## config.mk

```make
export PLATFORM = sky130hd
export DESIGN_NAME = ebusTop
export DESIGN_NICKNAME = d
export VERILOG_FILES = /design/src/ebusPkg.sv /design/src/ebusHost.sv /design/src/intervalTimer.sv /design/src/condFlags.sv /design/src/scratchRegs.sv /design/src/ebusTop.sv
export SDC_FILE = /design/constraint.sdc
export NUM_CORES = 1
export LEC_CHECK = 0
export ABC_CLOCK_PERIOD_IN_PS = 4150
export BUFFER_PORTS_ARGS = -buffer_cell sky130_fd_sc_hd__buf_2
export CAP_MARGIN = 20
export CORE_MARGIN = 5
export CORE_UTILIZATION = 61
export DETAILED_ROUTE_END_ITERATION = 10
export PLACE_DENSITY = 0.8
export SLEW_MARGIN = 20
export SYNTH_ARGS = -nofsm -noshare
export SYNTH_HDL_FRONTEND = slang
export SYNTH_SLANG_ARGS = --single-unit
```

## constraint.sdc

```tcl
create_clock -name clk -period 4.15 [get_ports clk]
set_clock_uncertainty 0.2 [all_clocks]
set_input_delay 0 -clock clk [delete_from_list [all_inputs] [get_ports clk]]
set_output_delay 0 -clock clk [all_outputs]
set_load 0.005 [all_outputs]
```

## src/ebusPkg.sv

```systemverilog
package ebusPkg;

  // bus and address widths
  localparam int EbusWidth = 32;
  localparam int UnitWidth = 2;
  localparam int RegWidth = 2;
  localparam int AxiAddrWidth = 8;

  // unit select codes come from AXI address bits 5:4
  typedef enum logic [UnitWidth-1:0] {
    UnitTimer   = 2'd0,
    UnitCond    = 2'd1,
    UnitScratch = 2'd2,
    UnitNone    = 2'd3
  } unitT;

  typedef enum logic {
    FuncRead  = 1'b0,
    FuncWrite = 1'b1
  } ebusFuncT;

  typedef enum logic [2:0] {
    HostIdle,
    HostWrResp,
    HostRdDemand,
    HostRdCapture,
    HostRdResp
  } hostStateT;

  // interval timer register indices
  localparam logic [RegWidth-1:0] TmrPeriod = 2'd0;
  localparam logic [RegWidth-1:0] TmrCount = 2'd1;
  localparam logic [RegWidth-1:0] TmrCtrl = 2'd2;
  localparam logic [RegWidth-1:0] TmrDone = 2'd3;

  // condition flag register indices
  localparam logic [RegWidth-1:0] CondFlags = 2'd0;
  localparam logic [RegWidth-1:0] CondSet = 2'd1;
  localparam logic [RegWidth-1:0] CondClear = 2'd2;
  localparam logic [RegWidth-1:0] CondEnable = 2'd3;

endpackage

```

## src/ebusHost.sv

```systemverilog
module ebusHost import ebusPkg::*; (
  input  logic                    clk,
  input  logic                    rst,
  input  logic [AxiAddrWidth-1:0] awaddr,
  input  logic                    awvalid,
  output logic                    awready,
  input  logic [EbusWidth-1:0]    wdata,
  input  logic [EbusWidth/8-1:0]  wstrb,
  input  logic                    wvalid,
  output logic                    wready,
  output logic [1:0]              bresp,
  output logic                    bvalid,
  input  logic                    bready,
  input  logic [AxiAddrWidth-1:0] araddr,
  input  logic                    arvalid,
  output logic                    arready,
  output logic [EbusWidth-1:0]    rdata,
  output logic [1:0]              rresp,
  output logic                    rvalid,
  input  logic                    rready,
  output unitT                    ebusUnit,
  output logic [RegWidth-1:0]     ebusReg,
  output ebusFuncT                ebusFunc,
  output logic [EbusWidth-1:0]    ebusWrData,
  output logic                    ebusDemand,
  input  logic [EbusWidth-1:0]    ebusData
);

  hostStateT state;
  logic wrAccept;
  logic rdAccept;

  // a write needs both address and data present, and it wins over a read
  assign wrAccept = (state == HostIdle) && awvalid && wvalid;
  assign rdAccept = (state == HostIdle) && arvalid && !(awvalid && wvalid);

  assign awready = wrAccept;
  assign wready = wrAccept;
  assign arready = rdAccept;

  // every access completes, so responses are always OKAY
  assign bresp = 2'b00;
  assign rresp = 2'b00;

  always_ff @(posedge clk) begin
    if (rst) begin
      state <= HostIdle;
      ebusDemand <= 1'b0;
      bvalid <= 1'b0;
      rvalid <= 1'b0;
    end else begin
      // the demand strobe follows the accepting edge by one cycle
      ebusDemand <= wrAccept || rdAccept;
      case (state)
        HostIdle: begin
          if (wrAccept) begin
            state <= HostWrResp;
          end else if (rdAccept) begin
            state <= HostRdDemand;
          end
        end
        HostWrResp: begin
          // the unit takes the write at the end of the demand cycle
          if (ebusDemand) begin
            bvalid <= 1'b1;
          end else if (bvalid && bready) begin
            bvalid <= 1'b0;
            state <= HostIdle;
          end
        end
        HostRdDemand: begin
          state <= HostRdCapture;
        end
        HostRdCapture: begin
          rvalid <= 1'b1;
          state <= HostRdResp;
        end
        HostRdResp: begin
          if (rready) begin
            rvalid <= 1'b0;
            state <= HostIdle;
          end
        end
        default: begin
          state <= HostIdle;
        end
      endcase
    end
  end

  // request fields are latched from whichever channel is accepted
  // wstrb is not decoded since the units only take full words
  always_ff @(posedge clk) begin
    if (wrAccept) begin
      ebusUnit <= unitT'(awaddr[5:4]);
      ebusReg <= awaddr[3:2];
      ebusFunc <= FuncWrite;
      ebusWrData <= wdata;
    end else if (rdAccept) begin
      ebusUnit <= unitT'(araddr[5:4]);
      ebusReg <= araddr[3:2];
      ebusFunc <= FuncRead;
    end
    // the merged bus carries the unit's word during the capture state
    if (state == HostRdCapture) begin
      rdata <= ebusData;
    end
  end

  demandPulse: assert property (@(posedge clk) disable iff (rst)
    ebusDemand |=> !ebusDemand);

  // a stalled read response must not move until the host takes it
  rdHold: assert property (@(posedge clk) disable iff (rst)
    rvalid && !rready |=> rvalid && $stable(rdata));

endmodule

```

## src/intervalTimer.sv

```systemverilog
module intervalTimer import ebusPkg::*; (
  input  logic                 clk,
  input  logic                 rst,
  input  unitT                 ebusUnit,
  input  logic [RegWidth-1:0]  ebusReg,
  input  ebusFuncT             ebusFunc,
  input  logic [EbusWidth-1:0] ebusWrData,
  input  logic                 ebusDemand,
  output logic                 driving,
  output logic [EbusWidth-1:0] data,
  output logic                 timerDone
);

  logic [EbusWidth-1:0] period;
  logic [EbusWidth-1:0] count;
  logic enable;
  logic wrHit;
  logic rdHit;
  logic [EbusWidth-1:0] readValue;

  assign wrHit = ebusDemand && (ebusUnit == UnitTimer) && (ebusFunc == FuncWrite);
  assign rdHit = ebusDemand && (ebusUnit == UnitTimer) && (ebusFunc == FuncRead);

  always_comb begin
    case (ebusReg)
      TmrPeriod: readValue = period;
      TmrCount:  readValue = count;
      TmrCtrl:   readValue = {{(EbusWidth-1){1'b0}}, enable};
      default:   readValue = {{(EbusWidth-1){1'b0}}, timerDone};
    endcase
  end

  always_ff @(posedge clk) begin
    if (rst) begin
      period <= '0;
      count <= '0;
      enable <= 1'b0;
      timerDone <= 1'b0;
      driving <= 1'b0;
    end else begin
      // a zero period holds the counter where it is
      // wrapping on >= keeps the count bounded if the period shrinks
      if (enable && (period != '0)) begin
        if (count >= period) begin
          count <= '0;
          timerDone <= 1'b1;
        end else begin
          count <= count + 1'b1;
        end
      end
      // host writes take priority over the counter in the same cycle
      if (wrHit) begin
        case (ebusReg)
          TmrPeriod: period <= ebusWrData;
          TmrCount:  count <= ebusWrData;
          TmrCtrl:   enable <= ebusWrData[0];
          default:   timerDone <= 1'b0;
        endcase
      end
      driving <= rdHit;
    end
  end

  always_ff @(posedge clk) begin
    data <= readValue;
  end

endmodule

```

## src/condFlags.sv

```systemverilog
module condFlags import ebusPkg::*; (
  input  logic                 clk,
  input  logic                 rst,
  input  unitT                 ebusUnit,
  input  logic [RegWidth-1:0]  ebusReg,
  input  ebusFuncT             ebusFunc,
  input  logic [EbusWidth-1:0] ebusWrData,
  input  logic                 ebusDemand,
  input  logic                 timerDone,
  output logic                 driving,
  output logic [EbusWidth-1:0] data,
  output logic                 irq
);

  logic [EbusWidth-1:0] flags;
  logic [EbusWidth-1:0] enable;
  logic [EbusWidth-1:0] flagsNext;
  logic [EbusWidth-1:0] enableNext;
  logic wrHit;
  logic rdHit;

  assign wrHit = ebusDemand && (ebusUnit == UnitCond) && (ebusFunc == FuncWrite);
  assign rdHit = ebusDemand && (ebusUnit == UnitCond) && (ebusFunc == FuncRead);

  // set, then clear, then the timer's hardware set on bit 0
  always_comb begin
    flagsNext = flags;
    enableNext = enable;
    if (wrHit && (ebusReg == CondSet)) flagsNext = flagsNext | ebusWrData;
    if (wrHit && (ebusReg == CondClear)) flagsNext = flagsNext & ~ebusWrData;
    if (wrHit && (ebusReg == CondEnable)) enableNext = ebusWrData;
    flagsNext[0] = flagsNext[0] | timerDone;
  end

  always_ff @(posedge clk) begin
    if (rst) begin
      flags <= '0;
      enable <= '0;
      irq <= 1'b0;
      driving <= 1'b0;
    end else begin
      flags <= flagsNext;
      enable <= enableNext;
      // irq tracks the registered flags and mask with no extra lag
      irq <= |(flagsNext & enableNext);
      driving <= rdHit;
    end
  end

  // the enable index reads the mask, every other index reads the flags
  always_ff @(posedge clk) begin
    data <= (ebusReg == CondEnable) ? enable : flags;
  end

  irqMasked: assert property (@(posedge clk) disable iff (rst)
    (enable == '0) |-> !irq);

endmodule

```

## src/scratchRegs.sv

```systemverilog
module scratchRegs import ebusPkg::*; (
  input  logic                 clk,
  input  logic                 rst,
  input  unitT                 ebusUnit,
  input  logic [RegWidth-1:0]  ebusReg,
  input  ebusFuncT             ebusFunc,
  input  logic [EbusWidth-1:0] ebusWrData,
  input  logic                 ebusDemand,
  output logic                 driving,
  output logic [EbusWidth-1:0] data
);

  localparam int NumWords = 1 << RegWidth;

  // known words for the host to exercise the bus path
  logic [EbusWidth-1:0] words [NumWords];
  logic wrHit;
  logic rdHit;

  assign wrHit = ebusDemand && (ebusUnit == UnitScratch) && (ebusFunc == FuncWrite);
  assign rdHit = ebusDemand && (ebusUnit == UnitScratch) && (ebusFunc == FuncRead);

  always_ff @(posedge clk) begin
    if (rst) begin
      for (int i = 0; i < NumWords; i++) begin
        words[i] <= '0;
      end
      driving <= 1'b0;
    end else begin
      if (wrHit) begin
        words[ebusReg] <= ebusWrData;
      end
      driving <= rdHit;
    end
  end

  always_ff @(posedge clk) begin
    data <= words[ebusReg];
  end

endmodule

```

## src/ebusTop.sv

```systemverilog
module ebusTop import ebusPkg::*; (
  input  logic                    clk,
  input  logic                    rst,
  input  logic [AxiAddrWidth-1:0] awaddr,
  input  logic                    awvalid,
  output logic                    awready,
  input  logic [EbusWidth-1:0]    wdata,
  input  logic [EbusWidth/8-1:0]  wstrb,
  input  logic                    wvalid,
  output logic                    wready,
  output logic [1:0]              bresp,
  output logic                    bvalid,
  input  logic                    bready,
  input  logic [AxiAddrWidth-1:0] araddr,
  input  logic                    arvalid,
  output logic                    arready,
  output logic [EbusWidth-1:0]    rdata,
  output logic [1:0]              rresp,
  output logic                    rvalid,
  input  logic                    rready,
  output logic                    irq
);

  // request broadcast from the bridge to every unit
  unitT ebusUnit;
  logic [RegWidth-1:0] ebusReg;
  ebusFuncT ebusFunc;
  logic [EbusWidth-1:0] ebusWrData;
  logic ebusDemand;
  logic [EbusWidth-1:0] ebusData;

  // per-unit driver records
  logic timerDriving;
  logic [EbusWidth-1:0] timerData;
  logic timerDone;
  logic condDriving;
  logic [EbusWidth-1:0] condData;
  logic scratchDriving;
  logic [EbusWidth-1:0] scratchData;

  ebusHost u_host (.*);

  intervalTimer u_timer (
    .clk, .rst, .ebusUnit, .ebusReg, .ebusFunc, .ebusWrData, .ebusDemand,
    .driving(timerDriving), .data(timerData), .timerDone
  );

  condFlags u_cond (
    .clk, .rst, .ebusUnit, .ebusReg, .ebusFunc, .ebusWrData, .ebusDemand, .timerDone,
    .driving(condDriving), .data(condData), .irq
  );

  scratchRegs u_scratch (
    .clk, .rst, .ebusUnit, .ebusReg, .ebusFunc, .ebusWrData, .ebusDemand,
    .driving(scratchDriving), .data(scratchData)
  );

  // fixed priority merge, an idle bus reads as zero
  always_comb begin
    if (timerDriving) ebusData = timerData;
    else if (condDriving) ebusData = condData;
    else if (scratchDriving) ebusData = scratchData;
    else ebusData = '0;
  end

  singleDriver: assert property (@(posedge clk) disable iff (rst)
    $onehot0({timerDriving, condDriving, scratchDriving}));

endmodule

```

## Word-level counts from Yosys, hierarchy flattened

Memories as Yosys holds them, arrays and structs flattened. A register that Yosys moved wholly into a read port is not among the register bits.
Index checks and enable logic that the tools add are counted.

| storage, ports and cells | value |
|---|---|
| bits in registers | 273 |
| RAM bits | 128 |
| word-level logic and storage cells | 117 |
| memories kept | 1 |

Memory list:

| memory | depth | bits a word | rd ports | clocked after memory_dff | write ports | RTL line | RTL |
|---|---|---|---|---|---|---|---|
| u_scratch.words | 4 | 32 | 1 | 1 | 4 | scratchRegs.sv:16 | `logic [EbusWidth-1:0] words [NumWords];` |

| cells by class | value |
|---|---|
| add/sub/neg operators | 1 |
| magnitude comparators | 1 |
| equal/unequal tests | 13 |
| mux-type cells | 38 |
| bitwise gates (word level) | 6 |
| reduce and logical (&&, ||, !) cells | 36 |

Operator list:

| operator | number |
|---|---|
| two-way mux 32 bit | 12 |
| one-hot mux 32 bit (3 select lines) | 1 |
| bitwise AND 32 bit | 2 |
| OR reduction 32 bit | 2 |
| adder 32 x 1 -> 32 bit, second input constant | 1 |
| >= comparator 32 bit | 1 |
| inverter 32 bit | 1 |
| OR 32 bit | 1 |
| nonzero test 32 bit | 1 |
| logical AND 1 bit | 19 |
| two-way mux 3 bit | 5 |
| one-hot mux 3 bit (5 select lines) | 1 |
| two-way mux 1 bit | 13 |
| two-way mux 2 bit | 5 |
| AND reduction 2 bit | 4 |
| equality test 2 bit, second input constant | 3 |
| equality test 3 x 2 -> 1 bit, second input constant | 2 |
| nonzero test 2 bit | 3 |
| equality test 2 x 1 -> 1 bit, second input constant | 2 |
| zero test 2 bit | 2 |
| != test 2 bit, second input constant | 2 |
| AND reduction 4 bit | 1 |
| equality test 3 x 1 -> 1 bit, second input constant | 1 |
| equality test 3 bit, second input constant | 1 |
| other kinds (9) | 9 |

## Depth between registers and ports, before layout

Gate-level depths: netlist (run 1).

| depth | value |
|---|---|
| depth after elaboration | 10 |
| depth in mapped cells | 10 |

## Cells and area by module

A second synthesis (run 1) with hierarchy kept.

| second synthesis, totals | value |
|---|---|
| cell total of the unflattened synthesis | 1776 |
| area total of the unflattened synthesis | 19215.9 µm² |

By module, submodules not included:

| module | times used | cells an instance | area an instance (µm²) | seq. area each (µm²) |
|---|---|---|---|---|
| scratchRegs | 1 | 406 | 6503.7 | 4504.3 |
| intervalTimer | 1 | 600 | 4958.5 | 1981.9 |
| condFlags | 1 | 509 | 4372.9 | 1961.9 |
| ebusHost | 1 | 116 | 2492.4 | 2182.1 |
| ebusTop | 1 | 145 | 888.4 | 0.0 |

## Worst setup path before layout (run 1)

No wires, ideal clock.

| path | value |
|---|---|
| path type | register to register |
| from | register u_host.ebusReg[1] |
| to | memory u_scratch.words[3][0] (enable) |
| library setup time | 0.428 ns |
| arrival | 2.805 ns |
| data required time | 3.522 ns |
| slack | 0.717 ns |
| cell stages (with the launch flop) | 6 |
| path buffers | 3 |
| path through | edfxtp_1 buf_2 buf_2 nand2_1 clkbuf_1 o21bai_1 |

RTL lines:

| what | RTL line | RTL |
|---|---|---|
| start, declared | ebusHost.sv:22 | `output logic [RegWidth-1:0] ebusReg,` |
| start signal, assigned | ebusHost.sv:96 | `ebusReg <= awaddr[3:2];` |
| start signal, assigned | ebusHost.sv:101 | `ebusReg <= araddr[3:2];` |
| end, declared | scratchRegs.sv:16 |  |

## Worst setup path in the final report (run 1)

| path | value |
|---|---|
| from | register u_timer.period[31] |
| to | register u_timer.count[13] |

| on the way | value |
|---|---|
| word-level cells in the longest chain between the ends | 5 |
| elaborated cells on any way between the ends | 7 |
| those cells by class | order compare: 1; mux: 4; reduce/logical: 2 |

RTL lines:

| what | RTL line | RTL |
|---|---|---|
| start, declared | intervalTimer.sv:14 | `logic [EbusWidth-1:0] period;` |
| start signal, assigned | intervalTimer.sv:54 | `TmrPeriod: period <= ebusWrData;` |
| >= comparator 32 bit or nonzero test 32 bit (tied branches) | intervalTimer.sv:44, intervalTimer.sv:43 |  |
| two-way mux 32 bit or logical AND 1 bit (tied branches) | intervalTimer.sv:44, intervalTimer.sv:43 |  |
| two-way mux 32 bit (*) | intervalTimer.sv:43 | `if (enable && (period != '0)) begin` |
| two-way mux 32 bit | intervalTimer.sv:53 | `case (ebusReg)` |
| two-way mux 32 bit (*) | intervalTimer.sv:52 | `if (wrHit) begin` |
| end signal, assigned | intervalTimer.sv:48 | `count <= count + 1'b1;` |
| end signal, assigned | intervalTimer.sv:55 | `TmrCount: count <= ebusWrData;` |
| end, declared | intervalTimer.sv:15 | `logic [EbusWidth-1:0] count;` |

Every way passes the cells marked *; elsewhere a longest branch is shown, timed or not.
A chain may end at the register's enable or synchronous reset.

==> summary.md, run 1 <==
| Metric | Value |
|---|---|
| Die area | `0.0342 mm²` |
| Share of cells above drive strength 1 | `15.8%` |
| Post-CTS Hold Buffers | `slightly above 80` |
| Async set or reset register ratio after synthesis | `0%` |
| CTS Buf Count | `44` |
| EDFF count, synth | `196` |
| Critical path's top delay family | `simple AND/OR/NAND/NOR gates` |
| Total Routing Usage GR | `30.7%` |
| Distinct cells, synth | `61` |
| Post-synth top area share | `a little under a third` |
| Most used DFF post-synth | `dfxtp_1` |
| Die height | `185 µm` |
| Fin area | `0.0217 mm²` |
| Crit path capture type | `flop` |
| Clock transition at the registers of the reported paths | `about 60 ps` |
| Fmax | `0.317 GHz` |
| Worst vdd ir | `0.000480 V` |
| Rows | `64` |
| Post-synthesis area per instance | `10.7 µm²` |
| Rel. slew slack | `23.1%` |
| Sequential area share after synthesis | `between 50 and 60%` |
| Final period utilization | `about 76%` |
| Cell Pwr Density | `504 mW/mm²` |
| DRT iter0 DRCs | `1511` |
| Post-DR wirelength/cell | `22.9 µm` |
| Kind of critical path | `reg2reg` |
| Setup slack after layout | `995 ps` |
| RSZ-0062 raised after global routing | `no` |
| CP max-delay cell | `nor4_1` |
| Top Ports | `101` |
| CP max FO | `20` |
| Setup TNS | `0 ps` |
| Startpoint types | `flop` |
| HPWL Detailed | `32.4 mm` |
| Initial core utilization | `around three fifths` |
| Min Tclk post-route | `3150 ps` |
| Most common cell in the netlist | `nand2_1` |
| DRT Pass-1 Iters | `5` |
| CTS tree | `built` |
| Fin nets | `1938` |
| Global-route wire length before repair | `80.9 mm` |
| H-tree Lvls | `2` |
| Area growth syn-to-layout | `16.5%` |
| Core area | `0.0303 mm²` |
| Final GP Congestion | `0.951` |
| Number of global-route vias before repair | `14100` |
| Initial antenna violation count | `0` |
| CTS resizes | `0` |
| Ant diodes | `0` |
| Pre-CTS setup slack | `about 1200 ps` |
| Pins Over Slew Limit | `0` |
| Synth cell count leaders | `nand2_1 (286), dfxtp_1 (237), edfxtp_1 (196)` |
| Remaining global-route overflow | `0` |
| CP bufs+invs | `2` |
| Pleak | `0.00841 µW` |
| WP data required | `about 4400 ps` |
| DRT Wirelength | `between 50 and 60 mm` |
| DRC Markers | `0` |
| Clock buffer depth | `3` |
| Total clock sinks | `~430` |
| Vias | `14000` |
| Post-DRT Antenna Nets | `0` |
| Status | `finished clean` |
| Worst-Margin Slew | `around 1100 ps` |
| Largest net degree at the start of global routing | `81` |
| Final hold vios | `0` |
| Post CTS Setup Buffer Count | `0` |
| Worst min path class | `in2reg` |
| Max-cap violation count | `0` |
| Synth area leaders | `edfxtp_1 (32%), dfxtp_1 (25%), nand2_1 (5.8%)` |
| Worst Path Arrival | `about 3400 ps` |
| Syn Inst Count | `1736` |
| Placed Area | `0.0194 mm²` |
| I/O Buffers | `84` |
| Worst skew pair latency | `roughly 560 ps` |
| YS warnings | `0` |
| Root Buffer | `clkbuf_16` |
| Worst stage delay on the critical path | `580 ps` |
| Via-per-instance ratio | `6.17` |
| Final setup viols | `0` |
| Die Span X | `185 µm` |
| FF+latch count, synth | `~430` |
| Area leader, netlist | `edfxtp_1` |
| Mapped Area | `0.0186 mm²` |
| Critical path cell sequence | `inv_1 > ha_1 > nand4_1 > nor4_1 > nand2_1 > a211oi_1 > nor4_4 > buf_4 > a22o_1` |
==> stage by stage <==
stage	cells	hold WS (ps)	power, µW	util [%]
final	2278	96.6	11000	71.6
after global routing	2278	109	11300	71.6
after CTS	2278	82.6	10900	71.6
after detailed placement	2113	-21.9	6830	63.9
after global placement	2113	-23.6	6780	63.9
after floorplan	1739	-103	6190	-
==> cells in the final DEF (no fill, tap or decap), types with 6 or more instances in the layout <==
cell	n
and4_1	6
clkbuf_1	15
xnor2_1	23
o22ai_1	13
dfxtp_1	235
nand2_1	286
mux2_2	67
nand4_1	24
a22oi_1	78
nand2b_1	7
a21o_1	34
o21ai_0	44
mux4_2	33
edfxtp_1	196
clkbuf_8	6
ha_1	33
a22o_1	29
mux2i_1	32
buf_4	22
nand3_1	16
clkbuf_16	46
buf_2	83
nor3_1	15
nor4_1	17
nor2_1	139
inv_1	66
a21oi_1	87
and2_1	35
dlygate4sd3_1	83
and3_1	21
==> path summary, 6_finish.rpt <==
path | start | end | slack, ps | depth (start not counted)
max | u_timer.period[31]$_SDFFE_PP0P_ | u_timer.count[13]$_SDFF_PP0_ | 1000 | 9
min | awaddr[3] | u_host.ebusReg[1]$_DFFE_PP_ | 100 | 3
max reg2reg | u_timer.period[31]$_SDFFE_PP0P_ | u_timer.count[13]$_SDFF_PP0_ | 1000 | 9
min reg2reg | u_cond.enable[16]$_SDFF_PP0_ | u_cond.enable[16]$_SDFF_PP0_ | 290 | 2
==> flip-flops by register name, summed over array words and instances (netlist names), 32 cells and up <==
signal             flops
u_host.rdata          32
u_scratch.data        32
u_timer.data          32
u_cond.enable         32
u_scratch.words      128
u_cond.data           32
u_cond.flags          32
u_host.ebusWrData     32
u_timer.count         32
u_timer.period        32
==> per-layer routing <==
metal,share of wire [%],up-vias,global-route usage [%],wire length (µm)
met1,39,6801,40.1,20100
met3,8.4,140,5.54,4380
met4,5.3,0,14.3,2750
met2,48,728,50.4,24900
met5,0,-,0,0
li1,-,6380,-,-
==> power breakdown <==
| group | leakage (µW) | switching, µW | total (µW) | internal, µW |
|---|---|---|---|---|
| Clock | 0.000734 | 1630 | 4090 | 2460 |
| Sequential | 0.00384 | 405 | 5240 | 4840 |
| Combinational | 0.00383 | 962 | 1620 | 656 |
| Total | 0.00841 | 3000 | 11000 | 7960 |
==> worst reg2reg max path, stage by stage, from the launching register on <==
cell and delay, ps:
dfxtp_1 430, inv_1 70, ha_1 320, nand4_1 140
nor4_1 580, nand2_1 120, a211oi_1 540, nor4_4 160
buf_4 270, a22o_1 230
==> area by class of cell <==
class                   instances  area [µm²]
flip-flops and latches        433       10600
fillers                      2055        8630
multi-input cells            1108        7330
repair buffers                193        1510
clock buffers                  67        1290
well taps                     396         495
inverters                      66         248
clock inverters                15         209
==> logic make-up (layout without fill, tap and decap cells) <==
logic type,after synthesis,after routing,share of synthesized area (%)
adders and majority gates,33,33,2.21
other,1,4,0.0201
buffers and inverters,198,341,4.29
AOI/OAI and AO/OA,314,314,11.1
DFF,433,433,57.0
muxes,132,132,9.75
xor gates and xnor gates,28,28,1.31
and+or+nand+nor,597,597,14.4
Power figures use the tool's default switching activity.
==> run 2: changes to the inputs <==
Settings changed: ABC_CLOCK_PERIOD_IN_PS 4150 to 2800, CORE_UTILIZATION 61 to 55, PLACE_DENSITY 0.8 to 0.76.
Clock period 4.15 ns to 2.8 ns, I/O delays scaled along.
==> run 2 against run 1 <==
  * Core utilization is 5.0 points lower
  * Sequential cell count stayed put
  * Final cell count is 4.7% higher
  * First-iteration DRC count is 5.8% lower
  * Register-to-register slack worse by 820 ps
==> summary.md, run 2 (synthesized netlist as in run 1, its figures left out) <==
| Metric | Value |
|---|---|
| Clock buffer depth | `3` |
| Largest Register | `u_scratch.words` |
| WP data required | `3090 ps` |
| Worst min path class | `in2reg` |
| Worst-Margin Slew | `1040 ps` |
| Largest net degree at the start of global routing | `69` |
| Final period utilization | `93.8%` |
| Die Span X | `194 µm` |
| Final GP Congestion | `0.938` |
| Final setup viols | `0` |
| Startpoint types | `flop` |
| Via-per-instance ratio | `around 5.9` |
| Vias | `14100` |
| Rel. slew slack | `30.5%` |
| Worst Path Arrival | `about 2900 ps` |
| Number of global-route vias before repair | `14000` |
| Pins Over Slew Limit | `0` |
| Fmax | `0.381 GHz` |
| DRT iter0 DRCs | `1424` |
| DRC Markers | `0` |
| Core area | `0.0335 mm²` |
| Total clock sinks | `433` |
| Total Routing Usage GR | `28.0%` |
| Min Tclk post-route | `roughly 2600 ps` |
| Setup TNS | `0 ps` |
| Global-route wire length before repair | `82.7 mm` |
| Most frequent cells in the layout | `nand2_1 (286), dfxtp_1 (236), edfxtp_1 (196)` |
| Pwr Total | `16700 µW` |
| Pleak | `0.00874 µW` |
| Die area | `0.0377 mm²` |
| Crit path capture type | `flop` |
| DRT Wirelength | `53.9 mm` |
| Cell Pwr Density | `749 mW/mm²` |
| Worst vdd ir | `roughly 0.00062 V` |
| Post-DR wirelength/cell | `around 23 µm` |
| Initial core utilization | `between 50 and 60%` |
| Fin area | `0.0223 mm²` |
| Share of cells above drive strength 1 | `18.9%` |
| CTS Buf Count | `46` |
| Worst skew pair latency | `550 ps` |
| H-tree Lvls | `2` |
| Die height | `194 µm` |
| Rows | `67` |
| CP max FO | `9` |
| Max-cap violation count | `0` |
| Max reg flops | `128` |
| Post-DRT Antenna Nets | `0` |
| Root Buffer | `clkbuf_16` |
| Kind of critical path | `reg2reg` |
| Status | `finished clean` |
| Final hold vios | `0` |
| DRT Pass-1 Iters | `5` |
| Area growth syn-to-layout | `19.6%` |
| Remaining global-route overflow | `0` |
| Most common cell after layout, fill and taps aside | `nand2_1` |
| HPWL Detailed | `35.6 mm` |
| Pre-CTS setup slack | `117 ps` |
| CTS tree | `built` |
| Post CTS Setup Buffer Count | `0` |
| I/O Buffers | `between 80 and 90` |
| Top Ports | `101` |
| Initial antenna violation count | `0` |
| Placed Area | `0.0199 mm²` |
| Fin nets | `1990` |
| Setup slack after layout | `172 ps` |
| Clock transition at the registers of the reported paths | `60 ps` |
| RSZ-0062 raised after global routing | `no` |
[run 2: changes by cell type in the layout (fill, tap and decap cells not counted), moves of 3 or more]
cell / before / now
buf_4: 22 / 71
clkbuf_1: 15 / 2
clkinv_2: 5 / 14
buf_12: 5 / 8
clkinv_1: 2 / 5
[run 2: final timing paths]
kind / start / to / slack [ps] / depth (start not counted)
max: u_timer.period[15]$_SDFFE_PP0P_ / u_timer.count[21]$_SDFF_PP0_ / 170 / 8
min: awaddr[2] / u_host.ebusReg[0]$_DFFE_PP_ / 100 / 3
max reg2reg: u_timer.period[15]$_SDFFE_PP0P_ / u_timer.count[21]$_SDFF_PP0_ / 170 / 8
min reg2reg: u_cond.enable[1]$_SDFF_PP0_ / u_cond.enable[1]$_SDFF_PP0_ / 280 / 2
[run 2: through the flow]
| step | cells | hold slack [ps] | utilization (%) |
|---|---|---|---|
| floorplan | 1739 | -103 | - |
| global placement | 2217 | -22.3 | 59.3 |
| detailed placement | 2217 | -21.9 | 59.3 |
| CTS | 2383 | 75.1 | 66.4 |
| global route | 2383 | 108 | 66.5 |
| finish | 2384 | 103 | 66.5 |
[run 2: final cells by class]
class,count,area [µm²]
multi-input combinational,1108,7360
clock inverter,29,304
antenna,1,2.50
clock buffer,56,1290
fill,2576,11200
inverter,66,248
sequential,433,10600
timing repair buffer,243,1920
tap,448,561
[run 2: routing by layer]
layer  global-route usage (%)  vias to the layer above  part of all wire, %
met5                        0                        -                    0
met2                     45.8                      625                   47
met4                     11.9                        0                  4.3
li1                         -                     6477                    -
met3                     4.00                      109                  7.0
met1                     37.8                     6919                   41
[run 2: critical path, cell delays in order (launching register included)]
cell and delay, ps:
dfxtp_1 310, buf_4 150, nor4_1 420, nand4_1 250, o21ai_1 410, a31oi_2 110, nor4_4 320, buf_4 250
a22o_1 150
[run 2: power breakdown]
part / total (µW) / internal, µW / switching (µW)
Clock: 6340 / 3830 / 2510
Combinational: 2720 / 1100 / 1620
Sequential: 7660 / 7170 / 491
[run 2: timing repair]
action                     in CTS  in global routing
hold endpoints to repair      100                  0
hold buffers                   81                  0
gates resized for setup         0                  5
setup endpoints to repair       0                 31
